File: src/verilog/ns_msg_pkg.sv
`default_nettype none

package ns_msg_pkg;

	localparam int DATA_W = 16;
	localparam int NODE_FIELD_W = 2;
	localparam int SUB_FIELD_W = 6;
	localparam int DST_W = NODE_FIELD_W + SUB_FIELD_W;

	// destination word, flat address or node/sub fields
	typedef union packed {
		logic [DST_W-1:0] addr;
		struct packed {
			logic [NODE_FIELD_W-1:0] node;
			logic [SUB_FIELD_W-1:0] sub;
		} f;
	} dst_t;

	typedef logic [DATA_W-1:0] data_t;

endpackage

`default_nettype wire

File: src/verilog/ns_net_pkg.sv
`default_nettype none

package ns_net_pkg;

	localparam int NODE_COUNT = 3;
	// local lanes plus the unroutable tail
	localparam int LANE_COUNT = NODE_COUNT + 1;
	localparam int LANE_W = 2;
	localparam int NODE_FIFO_DEPTH = 4;

endpackage

`default_nettype wire

File: src/verilog/ns_ingress.sv
`timescale 1ns/1ps
`default_nettype none

module ns_ingress (
	input  wire                i_clk,
	input  wire                reset,
	input  wire                in_valid,
	input  ns_msg_pkg::dst_t   in_dst,
	input  ns_msg_pkg::data_t  in_dat,
	input  wire                net_ready,
	input  wire                snd_ack,
	output logic               in_ready,
	output logic               snd_req,
	output ns_msg_pkg::dst_t   snd_dst,
	output ns_msg_pkg::data_t  snd_dat
);

	// high from a host transfer until ack has fallen again
	logic busy;
	logic take;

	assign take = in_valid && in_ready && !busy;

	always_ff @(posedge i_clk) begin
		if (reset) begin
			busy <= 1'b0;
			snd_req <= 1'b0;
			in_ready <= 1'b0;
		end else if (!busy) begin
			if (take) begin
				busy <= 1'b1;
				snd_req <= 1'b1;
				in_ready <= 1'b0;
			end else begin
				in_ready <= net_ready;
			end
		end else if (snd_req) begin
			// receiver has the message
			if (snd_ack) begin
				snd_req <= 1'b0;
			end
		end else if (!snd_ack) begin
			// four-phase cycle closed
			busy <= 1'b0;
			in_ready <= net_ready;
		end
	end

	// message held stable while busy
	always_ff @(posedge i_clk) begin
		if (take) begin
			snd_dst <= in_dst;
			snd_dat <= in_dat;
		end
	end

endmodule

`default_nettype wire

File: src/verilog/nd_1to2.sv
`timescale 1ns/1ps
`default_nettype none

module nd_1to2 #(
	parameter int NODE_IDX = 0
) (
	input  wire                i_clk,
	input  wire                reset,
	output logic               ready,
	input  wire                rcv_req,
	input  ns_msg_pkg::dst_t   rcv_dst,
	input  ns_msg_pkg::data_t  rcv_dat,
	output logic               rcv_ack,
	output logic               snd0_req,
	output ns_msg_pkg::dst_t   snd0_dst,
	output ns_msg_pkg::data_t  snd0_dat,
	input  wire                snd0_ack,
	output logic               snd1_req,
	output ns_msg_pkg::dst_t   snd1_dst,
	output ns_msg_pkg::data_t  snd1_dat,
	input  wire                snd1_ack
);

	logic rdy;
	logic rcv_ack_r;

	// buffer 0 is local, buffer 1 is forward
	ns_msg_pkg::dst_t mem_dst [2][ns_net_pkg::NODE_FIFO_DEPTH];
	ns_msg_pkg::data_t mem_dat [2][ns_net_pkg::NODE_FIFO_DEPTH];
	logic [$clog2(ns_net_pkg::NODE_FIFO_DEPTH)-1:0] wr_ptr [2];
	logic [$clog2(ns_net_pkg::NODE_FIFO_DEPTH)-1:0] rd_ptr [2];
	logic [$clog2(ns_net_pkg::NODE_FIFO_DEPTH+1)-1:0] cnt [2];

	// output registers per buffer
	logic [1:0] out_req;
	ns_msg_pkg::dst_t out_dst [2];
	ns_msg_pkg::data_t out_dat [2];

	logic [1:0] snd_ack_v;
	logic [1:0] push;
	logic [1:0] pop;
	logic [1:0] full;
	logic [1:0] empty;
	logic tgt;

	assign snd_ack_v = {snd1_ack, snd0_ack};

	// claim the message when its node field names this node
	assign tgt = (rcv_dst.f.node != NODE_IDX);

	always_comb begin
		push = 2'b00;
		for (int b = 0; b < 2; b++) begin
			full[b] = (cnt[b] == ns_net_pkg::NODE_FIFO_DEPTH);
			empty[b] = (cnt[b] == 0);
			// refill an output only after its previous handshake is done
			pop[b] = rdy && !empty[b] && !out_req[b] && !snd_ack_v[b];
		end
		// a full target stalls the input
		if (rdy && rcv_req && !rcv_ack_r && !full[tgt]) begin
			push[tgt] = 1'b1;
		end
	end

	always_ff @(posedge i_clk) begin
		if (reset) begin
			rdy <= 1'b0;
			rcv_ack_r <= 1'b0;
			out_req <= 2'b00;
			for (int b = 0; b < 2; b++) begin
				wr_ptr[b] <= '0;
				rd_ptr[b] <= '0;
				cnt[b] <= '0;
			end
		end else begin
			// init cycle after reset
			rdy <= 1'b1;
			if (|push) begin
				rcv_ack_r <= 1'b1;
			end else if (!rcv_req && rcv_ack_r) begin
				rcv_ack_r <= 1'b0;
			end
			for (int b = 0; b < 2; b++) begin
				if (push[b]) begin
					wr_ptr[b] <= wr_ptr[b] + 1'b1;
				end
				if (pop[b]) begin
					rd_ptr[b] <= rd_ptr[b] + 1'b1;
					out_req[b] <= 1'b1;
				end else if (out_req[b] && snd_ack_v[b]) begin
					out_req[b] <= 1'b0;
				end
				if (push[b] && !pop[b]) begin
					cnt[b] <= cnt[b] + 1'b1;
				end else if (pop[b] && !push[b]) begin
					cnt[b] <= cnt[b] - 1'b1;
				end
			end
		end
	end

	always_ff @(posedge i_clk) begin
		if (|push) begin
			mem_dst[tgt][wr_ptr[tgt]] <= rcv_dst;
			mem_dat[tgt][wr_ptr[tgt]] <= rcv_dat;
		end
		for (int b = 0; b < 2; b++) begin
			if (pop[b]) begin
				out_dst[b] <= mem_dst[b][rd_ptr[b]];
				out_dat[b] <= mem_dat[b][rd_ptr[b]];
			end
		end
	end

	assign ready = rdy;
	assign rcv_ack = rcv_ack_r;

	assign snd0_req = out_req[0];
	assign snd0_dst = out_dst[0];
	assign snd0_dat = out_dat[0];

	assign snd1_req = out_req[1];
	assign snd1_dst = out_dst[1];
	assign snd1_dat = out_dat[1];

endmodule

`default_nettype wire

File: src/verilog/ns_egress_arbiter.sv
`timescale 1ns/1ps
`default_nettype none

module ns_egress_arbiter (
	input  wire                                                i_clk,
	input  wire                                                reset,
	input  wire [ns_net_pkg::LANE_COUNT-1:0]                   lane_req,
	input  ns_msg_pkg::dst_t [ns_net_pkg::LANE_COUNT-1:0]      lane_dst,
	input  ns_msg_pkg::data_t [ns_net_pkg::LANE_COUNT-1:0]     lane_dat,
	output logic [ns_net_pkg::LANE_COUNT-1:0]                  lane_ack,
	input  wire                                                out_ready,
	output logic                                               out_valid,
	output ns_msg_pkg::dst_t                                   out_dst,
	output ns_msg_pkg::data_t                                  out_dat,
	output logic [ns_net_pkg::LANE_W-1:0]                      out_lane,
	output logic [ns_msg_pkg::SUB_FIELD_W-1:0]                 out_sub
);

	// last granted lane, also the lane being served
	logic [ns_net_pkg::LANE_W-1:0] grant;
	logic [ns_net_pkg::LANE_W-1:0] pick_lane;
	logic pick_found;
	logic idle;
	logic load;

	// free when nothing is presented and no ack is outstanding
	assign idle = !out_valid && !(|lane_ack);
	assign load = idle && pick_found;

	// round-robin search starting after the last grant
	always_comb begin
		logic [31:0] idx;
		pick_found = 1'b0;
		pick_lane = '0;
		for (int i = 1; i <= ns_net_pkg::LANE_COUNT; i++) begin
			idx = (32'(grant) + i) % ns_net_pkg::LANE_COUNT;
			if (!pick_found && lane_req[idx]) begin
				pick_found = 1'b1;
				pick_lane = idx[ns_net_pkg::LANE_W-1:0];
			end
		end
	end

	always_ff @(posedge i_clk) begin
		if (reset) begin
			grant <= '1;
			out_valid <= 1'b0;
			lane_ack <= '0;
		end else if (load) begin
			grant <= pick_lane;
			out_valid <= 1'b1;
		end else if (out_valid) begin
			// host took it, now close the lane handshake
			if (out_ready) begin
				out_valid <= 1'b0;
				lane_ack[grant] <= 1'b1;
			end
		end else if (!lane_req[grant]) begin
			lane_ack[grant] <= 1'b0;
		end
	end

	always_ff @(posedge i_clk) begin
		if (load) begin
			out_dst <= lane_dst[pick_lane];
			out_dat <= lane_dat[pick_lane];
			out_sub <= lane_dst[pick_lane].f.sub;
		end
	end

	assign out_lane = grant;

endmodule

`default_nettype wire

File: src/verilog/ns_router_net.sv
`timescale 1ns/1ps
`default_nettype none

module ns_router_net (
	input  wire                                 i_clk,
	input  wire                                 reset,
	input  wire                                 in_valid,
	input  ns_msg_pkg::dst_t                    in_dst,
	input  ns_msg_pkg::data_t                   in_dat,
	output logic                                in_ready,
	output logic                                net_ready,
	output logic                                out_valid,
	output ns_msg_pkg::dst_t                    out_dst,
	output ns_msg_pkg::data_t                   out_dat,
	output logic [ns_net_pkg::LANE_W-1:0]       out_lane,
	output logic [ns_msg_pkg::SUB_FIELD_W-1:0]  out_sub,
	input  wire                                 out_ready
);

	// chain channels, 0 from the ingress, NODE_COUNT is the tail
	logic [ns_net_pkg::NODE_COUNT:0] chnl_req;
	logic [ns_net_pkg::NODE_COUNT:0] chnl_ack;
	ns_msg_pkg::dst_t [ns_net_pkg::NODE_COUNT:0] chnl_dst;
	ns_msg_pkg::data_t [ns_net_pkg::NODE_COUNT:0] chnl_dat;

	// egress lanes
	logic [ns_net_pkg::LANE_COUNT-1:0] lane_req;
	logic [ns_net_pkg::LANE_COUNT-1:0] lane_ack;
	ns_msg_pkg::dst_t [ns_net_pkg::LANE_COUNT-1:0] lane_dst;
	ns_msg_pkg::data_t [ns_net_pkg::LANE_COUNT-1:0] lane_dat;

	logic [ns_net_pkg::NODE_COUNT-1:0] node_ready;

	assign net_ready = &node_ready;

	ns_ingress ns_ingress_i (
		.i_clk     (i_clk),
		.reset     (reset),
		.in_valid  (in_valid),
		.in_dst    (in_dst),
		.in_dat    (in_dat),
		.net_ready (net_ready),
		.snd_ack   (chnl_ack[0]),
		.in_ready  (in_ready),
		.snd_req   (chnl_req[0]),
		.snd_dst   (chnl_dst[0]),
		.snd_dat   (chnl_dat[0])
	);

	for (genvar k = 0; k < ns_net_pkg::NODE_COUNT; k++) begin : g_node
		nd_1to2 #(
			.NODE_IDX (k)
		) nd_1to2_i (
			.i_clk    (i_clk),
			.reset    (reset),
			.ready    (node_ready[k]),
			.rcv_req  (chnl_req[k]),
			.rcv_dst  (chnl_dst[k]),
			.rcv_dat  (chnl_dat[k]),
			.rcv_ack  (chnl_ack[k]),
			.snd0_req (lane_req[k]),
			.snd0_dst (lane_dst[k]),
			.snd0_dat (lane_dat[k]),
			.snd0_ack (lane_ack[k]),
			.snd1_req (chnl_req[k+1]),
			.snd1_dst (chnl_dst[k+1]),
			.snd1_dat (chnl_dat[k+1]),
			.snd1_ack (chnl_ack[k+1])
		);
	end

	// unclaimed messages leave the tail as the last lane
	assign lane_req[ns_net_pkg::NODE_COUNT] = chnl_req[ns_net_pkg::NODE_COUNT];
	assign lane_dst[ns_net_pkg::NODE_COUNT] = chnl_dst[ns_net_pkg::NODE_COUNT];
	assign lane_dat[ns_net_pkg::NODE_COUNT] = chnl_dat[ns_net_pkg::NODE_COUNT];
	assign chnl_ack[ns_net_pkg::NODE_COUNT] = lane_ack[ns_net_pkg::NODE_COUNT];

	ns_egress_arbiter ns_egress_arbiter_i (
		.i_clk     (i_clk),
		.reset     (reset),
		.lane_req  (lane_req),
		.lane_dst  (lane_dst),
		.lane_dat  (lane_dat),
		.lane_ack  (lane_ack),
		.out_ready (out_ready),
		.out_valid (out_valid),
		.out_dst   (out_dst),
		.out_dat   (out_dat),
		.out_lane  (out_lane),
		.out_sub   (out_sub)
	);

endmodule

`default_nettype wire

File: config.mk
export PLATFORM = sky130hd
export DESIGN_NAME = ns_router_net
export DESIGN_NICKNAME = d
export VERILOG_FILES = /design/src/verilog/ns_msg_pkg.sv /design/src/verilog/ns_net_pkg.sv /design/src/verilog/ns_ingress.sv /design/src/verilog/nd_1to2.sv /design/src/verilog/ns_egress_arbiter.sv /design/src/verilog/ns_router_net.sv
export SDC_FILE = /design/constraint.sdc
export NUM_CORES = 1
export LEC_CHECK = 0
export BUFFER_PORTS_ARGS = -buffer_cell sky130_fd_sc_hd__clkbuf_2
export CAP_MARGIN = 20
export CORE_AREA = 2 2 246 248
export CTS_CLUSTER_DIAMETER = 100
export DETAILED_ROUTE_END_ITERATION = 8
export DIE_AREA = 0 0 248 250
export GPL_TIMING_DRIVEN = 0
export PLACE_DENSITY = 0.68
export SLEW_MARGIN = 20
export SYNTH_ARGS = -nofsm -noshare
export SYNTH_HDL_FRONTEND = slang
export SYNTH_HIERARCHICAL = 1
export SYNTH_SLANG_ARGS = --single-unit
File: constraint.sdc
create_clock -name i_clk -period 3.7 [get_ports i_clk]
set_clock_uncertainty 0.2 [all_clocks]
set_input_delay 0.185 -clock i_clk [delete_from_list [all_inputs] [get_ports i_clk]]
set_output_delay 0.185 -clock i_clk [all_outputs]
set_load 0.01 [all_outputs]
# ---- After elaboration in Yosys (flattened, before gate mapping)
# Memory sizes are Yosys's and may differ from the RTL's.
# Cells that the tools add are included.
dict set report word_totals {
  ff_bits 74
  latch_bits 0
  ramBits 762
  romBits 0
  inputBits 28
  out_inout_bits 35
  wordCells 513
  n_memories 21
}
dict set report op_classes {
  add_sub_neg 28
  multipliers 0
  div_mod_pow 0
  order_cmp 25
  eq_ne 12
  shift 0
  n_mux 243
  n_bitwise 37
  reduce_logical 126
}
# memory words width read_ports rd_ports_with_merged_regs wr line
set memory_table {}
lappend memory_table {{g_node[0].nd_1to2_i.mem_dat} 2 64 2 0 1 nd_1to2.sv:29} ;# ns_msg_pkg::data_t mem_dat [2][ns_net_pkg::NODE_FIFO_DEPTH];
lappend memory_table {{g_node[1].nd_1to2_i.mem_dat} 2 64 2 0 1 nd_1to2.sv:29}
lappend memory_table {{g_node[2].nd_1to2_i.mem_dat} 2 64 2 0 1 nd_1to2.sv:29}
lappend memory_table {{g_node[0].nd_1to2_i.mem_dst} 2 32 2 0 1 nd_1to2.sv:28} ;# ns_msg_pkg::dst_t mem_dst [2][ns_net_pkg::NODE_FIFO_DEPTH];
lappend memory_table {{g_node[1].nd_1to2_i.mem_dst} 2 32 2 0 1 nd_1to2.sv:28}
lappend memory_table {{g_node[2].nd_1to2_i.mem_dst} 2 32 2 0 1 nd_1to2.sv:28}
lappend memory_table {{+15 memories} - - - - - -}
# cell n
set op_table {}
lappend op_table {{$mux W16} 16}
lappend op_table {{$bmux W16 S2} 7}
lappend op_table {{$mux W64} 3}
lappend op_table {{$mux W1} 142}
lappend op_table {{$mux W8} 16}
lappend op_table {{$bmux W8 S2} 7}
lappend op_table {{$demux W16 S2} 3}
lappend op_table {{$mux W32} 3}
lappend op_table {{$logic_and A1 B1 Y1} 62}
lappend op_table {{$demux W8 S2} 3}
lappend op_table {{$logic_not A1 Y1} 41}
lappend op_table {{$mux W2} 19}
lappend op_table {{$mux W3} 12}
lappend op_table {{$add A2 B1 Y2 const B} 14}
lappend op_table {{$ge A3 B3 Y1 const B} 9}
lappend op_table {{$not A2 Y3} 9}
lappend op_table {{$or A1 B1 Y1} 24}
lappend op_table {{$reduce_bool A2 Y1} 11}
lappend op_table {{$add A3 B1 Y3 const B} 6}
lappend op_table {{$eq A3 B3 Y1 const B} 6}
lappend op_table {{$logic_not A3 Y1} 6}
lappend op_table {{$lt A2 B3 Y1 const B} 6}
lappend op_table {{$sub A3 B1 Y3 const B} 6}
lappend op_table {{$mux W4} 3}
lappend op_table {{18 further kinds} 37}

# ---- Logic depth before layout (Yosys ltp)
# Gate-level depths: netlist of run 1.
dict set report logic_depth {
  ltp_word 16
  depth_mapped 12
  depth_no_buf 8
}

# ---- Modules after synthesis
# Netlist of run 1, hierarchy kept.
# module n_inst cells_each area_per_inst_um2 seq_area_each_um2
set modules_own_cells {}
lappend modules_own_cells {{nd_1to2 at g_node[1].nd_1to2_i} 1 415 9425.3 7707.4}
lappend modules_own_cells {{nd_1to2 at g_node[0].nd_1to2_i} 1 417 9420.3 7707.4}
lappend modules_own_cells {{nd_1to2 at g_node[2].nd_1to2_i} 1 417 9409.0 7707.4}
lappend modules_own_cells {ns_egress_arbiter 1 180 2150.8 860.8}
lappend modules_own_cells {ns_ingress 1 36 842.1 780.7}
lappend modules_own_cells {ns_router_net 1 1 6.3 0.0}

# ---- Worst setup path before layout of run 1
# OpenSTA, ideal clock, no wires.
dict set report synth_timing {
  kind {register -> register}
  start {memory g_node[0].nd_1to2_i/out_dst[0][14] (netlist bit)}
  end {memory g_node[1].nd_1to2_i/mem_dat[1][32] (netlist bit) (enable)}
  arrival_time_ns 3.306
  required_ns 3.034
  path_slack_ns -0.272
  path_stages_with_launch 6
  synth_period_minus_slack_ns 3.972
  cell_sequence {edfxtp_1 -> nor2b_1 -> clkbuf_1 -> nor2_1 -> nand2_1 -> nor4_1}
}
# element line
set synth_lines {}
lappend synth_lines {{from (decl)} nd_1to2.sv:36} ;# ns_msg_pkg::dst_t out_dst [2];
lappend synth_lines {{to (decl)} nd_1to2.sv:29}

# ---- Worst setup path in the final report of run 1
dict set report layout_timing {
  start {register ns_egress_arbiter_i.grant, in the netlist ns_egress_arbiter_i/out_lane[0]}
  end {register ns_egress_arbiter_i.out_dat[14] (data pin)}
}
dict set report layout_between {
  elab_chain_len 15
}
# element line
set layout_lines {}
lappend layout_lines {{from (decl)} ns_egress_arbiter.sv:20} ;# logic [ns_net_pkg::LANE_W-1:0] grant;
lappend layout_lines {{from (signal assigned)} ns_egress_arbiter.sv:50} ;# grant <= pick_lane;
lappend layout_lines {{$add A2 B1 Y2} ns_egress_arbiter.sv:36} ;# idx = (32'(grant) + i) % ns_net_pkg::LANE_COUNT;
lappend layout_lines {{$bmux W1 S2} ns_egress_arbiter.sv:37} ;# if (!pick_found && lane_req[idx]) begin
lappend layout_lines {{$mux W1 (implied by the code)} ns_egress_arbiter.sv:37}
lappend layout_lines {{$mux W1} ns_egress_arbiter.sv:37}
lappend layout_lines {{$logic_not A1 Y1} ns_egress_arbiter.sv:37}
lappend layout_lines {{$logic_and A1 B1 Y1} ns_egress_arbiter.sv:37}
lappend layout_lines {{$mux W1} ns_egress_arbiter.sv:37}
lappend layout_lines {{$logic_not A1 Y1} ns_egress_arbiter.sv:37}
lappend layout_lines {{$logic_and A1 B1 Y1} ns_egress_arbiter.sv:37}
lappend layout_lines {{$mux W1} ns_egress_arbiter.sv:37}
lappend layout_lines {{$logic_not A1 Y1} ns_egress_arbiter.sv:37}
lappend layout_lines {{$logic_and A1 B1 Y1} ns_egress_arbiter.sv:37}
lappend layout_lines {{$mux W2 (*)} ns_egress_arbiter.sv:37}
lappend layout_lines {{$bmux W16 S2 (*)} ns_egress_arbiter.sv:66} ;# out_dat <= lane_dat[pick_lane];
lappend layout_lines {{$mux W16 (implied by the code) (*)} ns_egress_arbiter.sv:66}
lappend layout_lines {{to (signal assigned)} ns_egress_arbiter.sv:66}
lappend layout_lines {{to (decl)} ns_egress_arbiter.sv:14} ;# output ns_msg_pkg::data_t out_dat,
# Mark *: on every way between the ends. The rest lies on a longest branch, timed or not. The select of a mux whose other input is x is not followed.
# A chain may end at the register's enable or synchronous reset.

==> flow_metrics.py, run 1 <==
metrics = {
    "yosys": {
        "netlist_area_mm2": 0.0313,
        "yosysSeqAreaShare_pct": 79.2,
        "syn_nets": 1510,
        "async_flop_share_pct": 0,
        "ys_warn_count": 6,
        "synth_area_leaders": "edfxtp_1 78%, mux4_2 11%, mux2i_1 2.4%",
        "synth.most_common_cell": "edfxtp_1",
        "netlist.top_cell.by_area": "edfxtp_1",
        "avgSynthCellArea_um2": 21.3,
        "synth_edf_count": 810,
        "synth_common_cells": "810 x edfxtp_1, 148 x mux4_2, 75 x mux2i_1",
        "syn_inst": 1466,
        "synth_top_area_share_pct": 77.8,
        "synth_ff_type": "edfxtp_1",
        "yosysUniqueCellTypes": 67,
        "yosys_register_bits": 832,
    },
    "critical_path": {
        "cp_data_required_time_ps": 3840,
        "cpPeakStageDelay_ps": 400,
        "r2r_setup_slack_ps": 130,
        "crit_type": "register to register",
        "cp_slowest_cell": "dfxtp_2",
        "crit_top_cell": "buf_4",
        "worstPathArrival_ps": 3700,
        "worstSetupEndpointType": "register",
        "crit_path_start_kind": "register",
        "path_cells": "buf_4 -> inv_1 -> ha_4 -> mux4_2 -> nor2b_1 -> o21a_1 -> a41oi_4 -> buf_4 -> buf_12 -> buf_8 -> mux2i_2 -> mux2i_1",
        "critPathMaxFanout": 10,
    },
    "routing": {
        "first_iter_violations": 1159,
        "firstDrtPassIters": 5,
        "wl_mm": 58.8,
        "final_antenna_net_count": 0,
        "route.detailed.drc": 0,
        "vias": 14400,
        "wire_per_inst_um": 23.2,
        "vias_per_cell": 5.66,
    },
    "global_routing": {
        "grt_pass1_wl_mm": 89.6,
        "grt_use_met1_pct": 26.2,
        "grt_max_degree": 32,
        "grt_overflow": 0,
        "grt_use_total_pct": 19.7,
        "grt.met2_usage_pct": 33.5,
        "grtUsageMet3_pct": 3.58,
        "grt_pass1_vias": 14800,
        "antenna_found_initial": 0,
        "busiest_layer": "met2",
    },
    "sta": {
        "fin_hold_ws_ps": 60.3,
        "layout_worst_path_cycle_share_pct": 96.4,
        "timing.fmax_mhz": 280,
        "slew_headroom_pct": 33.4,
        "period_needed_ps": 3570,
        "setup_violations": 0,
        "slew_violations": 0,
        "rsz0062_at_grt": "false",
        "fin_tns_setup_ps": 0,
        "worst_slew_pin_slew_ps": 993,
        "hold_viol": 0,
    },
    "final_layout": {
        "n_fill_cell": 4124,
        "seqCellArea_mm2": 0.0248,
        "multiInputGateArea_mm2": 0.00631,
        "syn_to_final_growth_pct": 15.7,
        "diodes": 0,
        "fin_nets": 1731,
        "drive_gt1_share_pct": 26.3,
    },
    "floorplan": {
        "dieArea_mm2": 0.0620,
        "core_mm2": 0.0596,
        "rows": 90,
        "die_w_um": 248,
        "initial_core_util_pct": 52.5,
        "die_h_um": 250,
        "io_pins": 63,
    },
    "clock_tree": {
        "cts_max_path_buffers": 3,
        "cts_tree": "yes",
        "clkSinkCount": 832,
        "cts_buffers": 82,
        "clockRootBuffer": "clkbuf_16",
        "htree_num_levels": 3,
        "cts.clk_slew.worst_paths_ps": 60,
        "clk_latency_ps": 640,
    },
    "placement": {
        "hpwl_mm": 39.7,
        "io_buffer_count": 62,
        "place_congestion": 0.782,
    },
    "pwr": {
        "worst_ir_drop_vdd_uv": 373,
        "p_per_area_mw_per_mm2": 690,
        "power.leakage_nw": 11.9,
    },
    "min_path": {
        "hold_path_class": "input port to register",
    },
    "job": {
        "maxCapViolations": 0,
    },
    "outcome": {
        "status": "completed",
    },
}
## final timing paths
check	to	cells past startpoint	from
min reg2reg	g_node[2].nd_1to2_i/out_req[1]	1	register
max reg2reg	ns_egress_arbiter_i/out_dat[14]	12	ns_egress_arbiter_i/out_lane[0]
max	ns_egress_arbiter_i/out_dat[14]	12	ns_egress_arbiter_i/out_lane[0]
min	ns_ingress_i/snd_dat[2]	2	in_dat[2]
## layout make-up
cell class	instances	area share, %
plain buffers	57	0.844
clock buffers	99	5.85
clock inverters	53	1.19
inverters	29	0.301
multi-input cells	547	17.4
flip-flops and latches	832	68.5
well taps	782	2.70
repair buffers	138	3.22
## cells in the final DEF, fill, tap and decap left out, drive strengths merged, types with 4 or more instances in the layout
master       instances
nand3b               4
dfxtp               22
dlygate4sd3         26
clkbuf             186
ha                  13
or2                  5
nor3                16
or3                  4
or4                  4
clkinv              42
mux4               148
buf                 82
inv                 31
clkinvlp             6
a21oi               23
nand4                5
or3b                 6
nand2b               6
nor4                 7
nand3               16
nand2               50
o21ai               24
and3                 6
edfxtp             810
xnor2               18
nor3b                8
mux2i               75
nor2                61
nor2b                6
## sequential cells by signal (all words and copies together) (netlist names), 2 cells and up, named ones only
signal,cells
g_node.nd_1to2_i/ready,3
g_node.nd_1to2_i/out_dat,96
g_node.nd_1to2_i/out_req,6
ns_egress_arbiter_i/out_dst,8
g_node.nd_1to2_i/wr_ptr,12
g_node.nd_1to2_i/out_dst,48
ns_ingress_i/snd_dst,8
g_node.nd_1to2_i/rd_ptr,12
g_node.nd_1to2_i/mem_dat,384
ns_ingress_i/snd_dat,16
ns_egress_arbiter_i/out_lane,2
g_node.nd_1to2_i/mem_dst,192
g_node.nd_1to2_i/rcv_ack,3
ns_egress_arbiter_i/out_dat,16
g_node.nd_1to2_i/cnt,18
## stage by stage
stage	util [%]	cell area, um^2	instances	total power [mW]	setup slack (ps)
after floorplan	-	31300	1466	15.3	-21.9
after global placement	54.7	32600	2310	16.9	-2010
after detailed placement	55.8	33200	2354	17.2	-585
after CTS	60.7	36200	2537	25.2	79.6
after global routing	60.7	36200	2537	25.9	37.4
final	60.7	36200	2537	24.9	134
## layer usage
metal  wire length, um  part of all wire, %  vias up
met1             24100                   41     7487
met5                 0                    0        -
met2             30500                   52      364
met4              1080                  1.8        0
li1                  -                    -     6438
met3              3040                  5.2       72
## timing repair
action / 4_1_cts / 5_1_grt
hold endpoints to repair: 29 / 0
buffers inserted: 6 / 0
gates resized for setup: 14 / 4
pin swaps: 1 / 0
endpoints found under the setup margin: 24 / 21
hold buffers: 26 / 0
## logic make-up after synthesis
| kind of cell | count (synthesis) | share of synthesized area (%) |
|---|---|---|
| xor gates and xnor gates | 21 | 0.589 |
| adders and majority gates | 16 | 0.713 |
| buffers and inverters | 87 | 1.29 |
| muxes | 223 | 13.1 |
| and+or+nand+nor | 212 | 3.55 |
| AOI/OAI and AO/OA | 75 | 1.55 |
| DFF | 832 | 79.2 |
## worst max-delay path: cells and delay by family (launching register included)
kind | cells | cell delay, ps
AOI/OAI and AO/OA | 2 | 390
muxes | 3 | 880
adders and majority gates | 1 | 350
buffers and inverters | 5 | 880
and+or+nand+nor | 1 | 160
DFF | 1 | 400
## power breakdown
| group | switching [mW] | internal [mW] | total (mW) |
|---|---|---|---|
| clock | 3.46 | 4.35 | 7.80 |
| sequential | 0.532 | 11.7 | 12.2 |
| combinational | 2.89 | 2.07 | 4.95 |
| total | 6.88 | 18.1 | 24.9 |
Power figures use the tool's default switching activity.
==> inputs of run 2 (changes only) <==
--- a/config.mk
+++ b/config.mk
@@ -12,7 +12,8 @@
 export DETAILED_ROUTE_END_ITERATION = 8
 export DIE_AREA = 0 0 248 250
 export GPL_TIMING_DRIVEN = 0
-export PLACE_DENSITY = 0.68
+export MAX_ROUTING_LAYER = met4
+export PLACE_DENSITY = 0.66
 export SLEW_MARGIN = 20
 export SYNTH_ARGS = -nofsm -noshare
 export SYNTH_HDL_FRONTEND = slang
==> constraint.sdc (replaced) <==
create_clock -name i_clk -period 3.33 [get_ports i_clk]
set_clock_uncertainty 0.2 [all_clocks]
set_input_delay 0.1665 -clock i_clk [delete_from_list [all_inputs] [get_ports i_clk]]
set_output_delay 0.1665 -clock i_clk [all_outputs]
set_load 0.01 [all_outputs]
==> flow_metrics.py, run 2 (same netlist as run 1, synthesis figures left out) <==
metrics = {
    "outcome": {
        "status": "completed",
    },
    "min_path": {
        "whs_path_depth": 2,
        "min_to": "ns_ingress_i/snd_dat[13]",
        "hold_path_class": "input port to register",
        "hp-start": "in_dat[13]",
    },
    "placement": {
        "dp_slack_ps": -914,
        "hpwl_mm": 39.0,
        "postPlaceCellArea_mm2": 0.0333,
        "place_congestion": 0.793,
        "io_buffer_count": 62,
    },
    "clock_tree": {
        "clockRootBuffer": "clkbuf_16",
        "cts_buffers": 84,
        "cts_max_path_buffers": 3,
        "htree_num_levels": 3,
        "cts.clk_slew.worst_paths_ps": 60,
        "cts_tree": "yes",
        "clk_latency_ps": 610,
        "clkSinkCount": 832,
    },
    "routing": {
        "firstDrtPassIters": 5,
        "wl_mm": 58.8,
        "first_iter_violations": 1003,
        "final_antenna_net_count": 0,
        "vias": 14300,
        "vias_per_cell": 5.66,
        "wire_per_inst_um": 23.2,
        "route.detailed.drc": 0,
    },
    "sta": {
        "slew_violations": 0,
        "period_needed_ps": 3240,
        "rsz0062_at_grt": "true",
        "fin_ws_ps": 87.5,
        "timing.fmax_mhz": 308,
        "worst_slew_pin_slew_ps": 983,
        "layout_worst_path_cycle_share_pct": 97.4,
        "slew_headroom_pct": 34.4,
        "hold_viol": 0,
        "setup_violations": 0,
    },
    "critical_path": {
        "r2r_setup_slack_ps": 90,
        "cp_slowest_cell": "dfxtp_4",
        "r2r_cells": 12,
        "worstPathArrival_ps": 3380,
        "crit_path_start_kind": "register",
        "cp_data_required_time_ps": 3460,
        "critPathMaxFanout": 10,
        "crit_type": "register to register",
        "worstSetupEndpointType": "register",
        "crit_buf_inv": 5,
        "r2r_start": "ns_egress_arbiter_i/out_lane[0]",
        "cpPeakStageDelay_ps": 400,
        "reg2reg_to": "ns_egress_arbiter_i/out_dst[7]",
        "crit_family": "multiplexers",
        "path_cells": "buf_12 -> clkinvlp_4 -> ha_4 -> mux4_2 -> nor2b_1 -> o21a_1 -> a41oi_4 -> buf_4 -> buf_12 -> buf_4 -> mux2i_2 -> mux2i_1",
    },
    "global_routing": {
        "grt_max_degree": 32,
        "grt_pass1_vias": 14700,
        "busiest_layer": "met2",
        "grt_use_met1_pct": 27.0,
        "grt_use_total_pct": 20.2,
        "grtUsageMet3_pct": 3.57,
        "grt_pass1_wl_mm": 89.4,
        "antenna_found_initial": 0,
        "grt.met2_usage_pct": 32.8,
        "grt_overflow": 0,
    },
    "pwr": {
        "p_total_mw": 28.8,
        "p_per_area_mw_per_mm2": 784,
        "worst_ir_drop_vdd_uv": 499,
        "power.leakage_nw": 11.9,
    },
    "final_layout": {
        "syn_to_final_growth_pct": 17.4,
        "final_common_cell": "edfxtp_1",
        "drive_gt1_share_pct": 27.8,
        "stdcell_area_mm2": 0.0367,
        "diodes": 0,
        "fin_nets": 1732,
        "layout_common_cells": "810 x edfxtp_1, 148 x mux4_2, 87 x clkbuf_16, 63 x clkbuf_2, 54 x nor2_1",
        "n_fill_cell": 4047,
        "largest_reg_flops": 384,
    },
    "job": {
        "maxCapViolations": 0,
    },
    "floorplan": {
        "dieArea_mm2": 0.0620,
        "die_w_um": 248,
        "rows": 90,
        "core_mm2": 0.0596,
        "die_h_um": 250,
        "io_pins": 63,
        "initial_core_util_pct": 52.5,
    },
}
-- run 2: cell count changes in the layout (fill, tap and decap cells not counted), sizes merged --
cell      previous run  this run
buf                 82        80
bufinv               3         7
clkbuf             186       187
clkinv              42        35
clkinvlp             6         7
inv                 31        29
-- run 2: metrics by stage --
step                      cells  utilization [%]  hold WS (ps)  TNS (ps)
final                      2532             61.6          56.7         0
after global routing       2532             61.6          28.1     -31.7
after CTS                  2520             61.2          12.3    -0.501
after detailed placement   2345             55.8           145    -23720
after global placement     2310             54.7           144   -429340
after floorplan            1466                -          35.6    -18810
-- run 2: how the worst max path moves through the flow --
| stage | startpoint | to | slack [ps] | cells past startpoint |
|---|---|---|---|---|
| 5_1_grt | ns_egress_arbiter_i/out_lane[1] | ns_egress_arbiter_i/out_dat[7] | -30 | 12 |
| 2_1_floorplan | g_node[0].nd_1to2_i/out_dst[0][14] | g_node[1].nd_1to2_i/mem_dat[0][48] | -390 | 6 |
| 3_3_place_gp | g_node[0].nd_1to2_i/out_dst[0][14] | g_node[1].nd_1to2_i/mem_dat[0][48] | -2040 | 6 |
| 6_report | ns_egress_arbiter_i/out_lane[0] | ns_egress_arbiter_i/out_dst[7] | 90 | 12 |
| 4_1_cts | ns_egress_arbiter_i/out_lane[0] | ns_egress_arbiter_i/out_dat[12] | -0.5 | 12 |
| 3_5_place_dp | ns_egress_arbiter_i/out_lane[1] | ns_egress_arbiter_i/out_dat[12] | -910 | 12 |
-- run 2: what timing repair did --
| action | 4_1_cts | 5_1_grt |
|---|---|---|
| hold buffers | 26 | 0 |
| setup buffers | 2 | 11 |
| cloned | 0 | 1 |
| gates resized for setup | 50 | 26 |
| pin swaps | 1 | 2 |
| endpoints found under the setup margin | 54 | 67 |
| endpoints found under the hold margin | 29 | 0 |
-- run 2: worst register-to-register path, stage by stage (launching register included) --
cell and delay, ps:
dfxtp_4 400, buf_12 150, clkinvlp_4 110, ha_4 320, mux4_2 330, nor2b_1 150
o21a_1 190, a41oi_4 180, buf_4 150, buf_12 140, buf_4 170, mux2i_2 300
mux2i_1 170
-- run 2: cell type report --
cell class	count	area [um^2]	share of cell area, %
clock inverters	49	455	1.24
flip-flops and latches	832	24800	67.5
clock buffers	99	2200	6.00
plain buffers	57	372	1.01
repair buffers	137	1230	3.35
inverters	29	118	0.321
multi-input cells	547	6570	17.9
well taps	782	978	2.67
-- run 2: report_power, final --
group	total, mW	internal (mW)	switching, mW
Combinational	6.15	2.76	3.38
Sequential	13.6	13.0	0.623
Clock	9.04	5.28	3.77
-- run 2: metal layers --
metal / vias up / wire, um
met2: 298 / 30300
met1: 7494 / 25000
met4: 0 / 956
met3: 85 / 2530
met5: - / 0
li1: 6443 / -
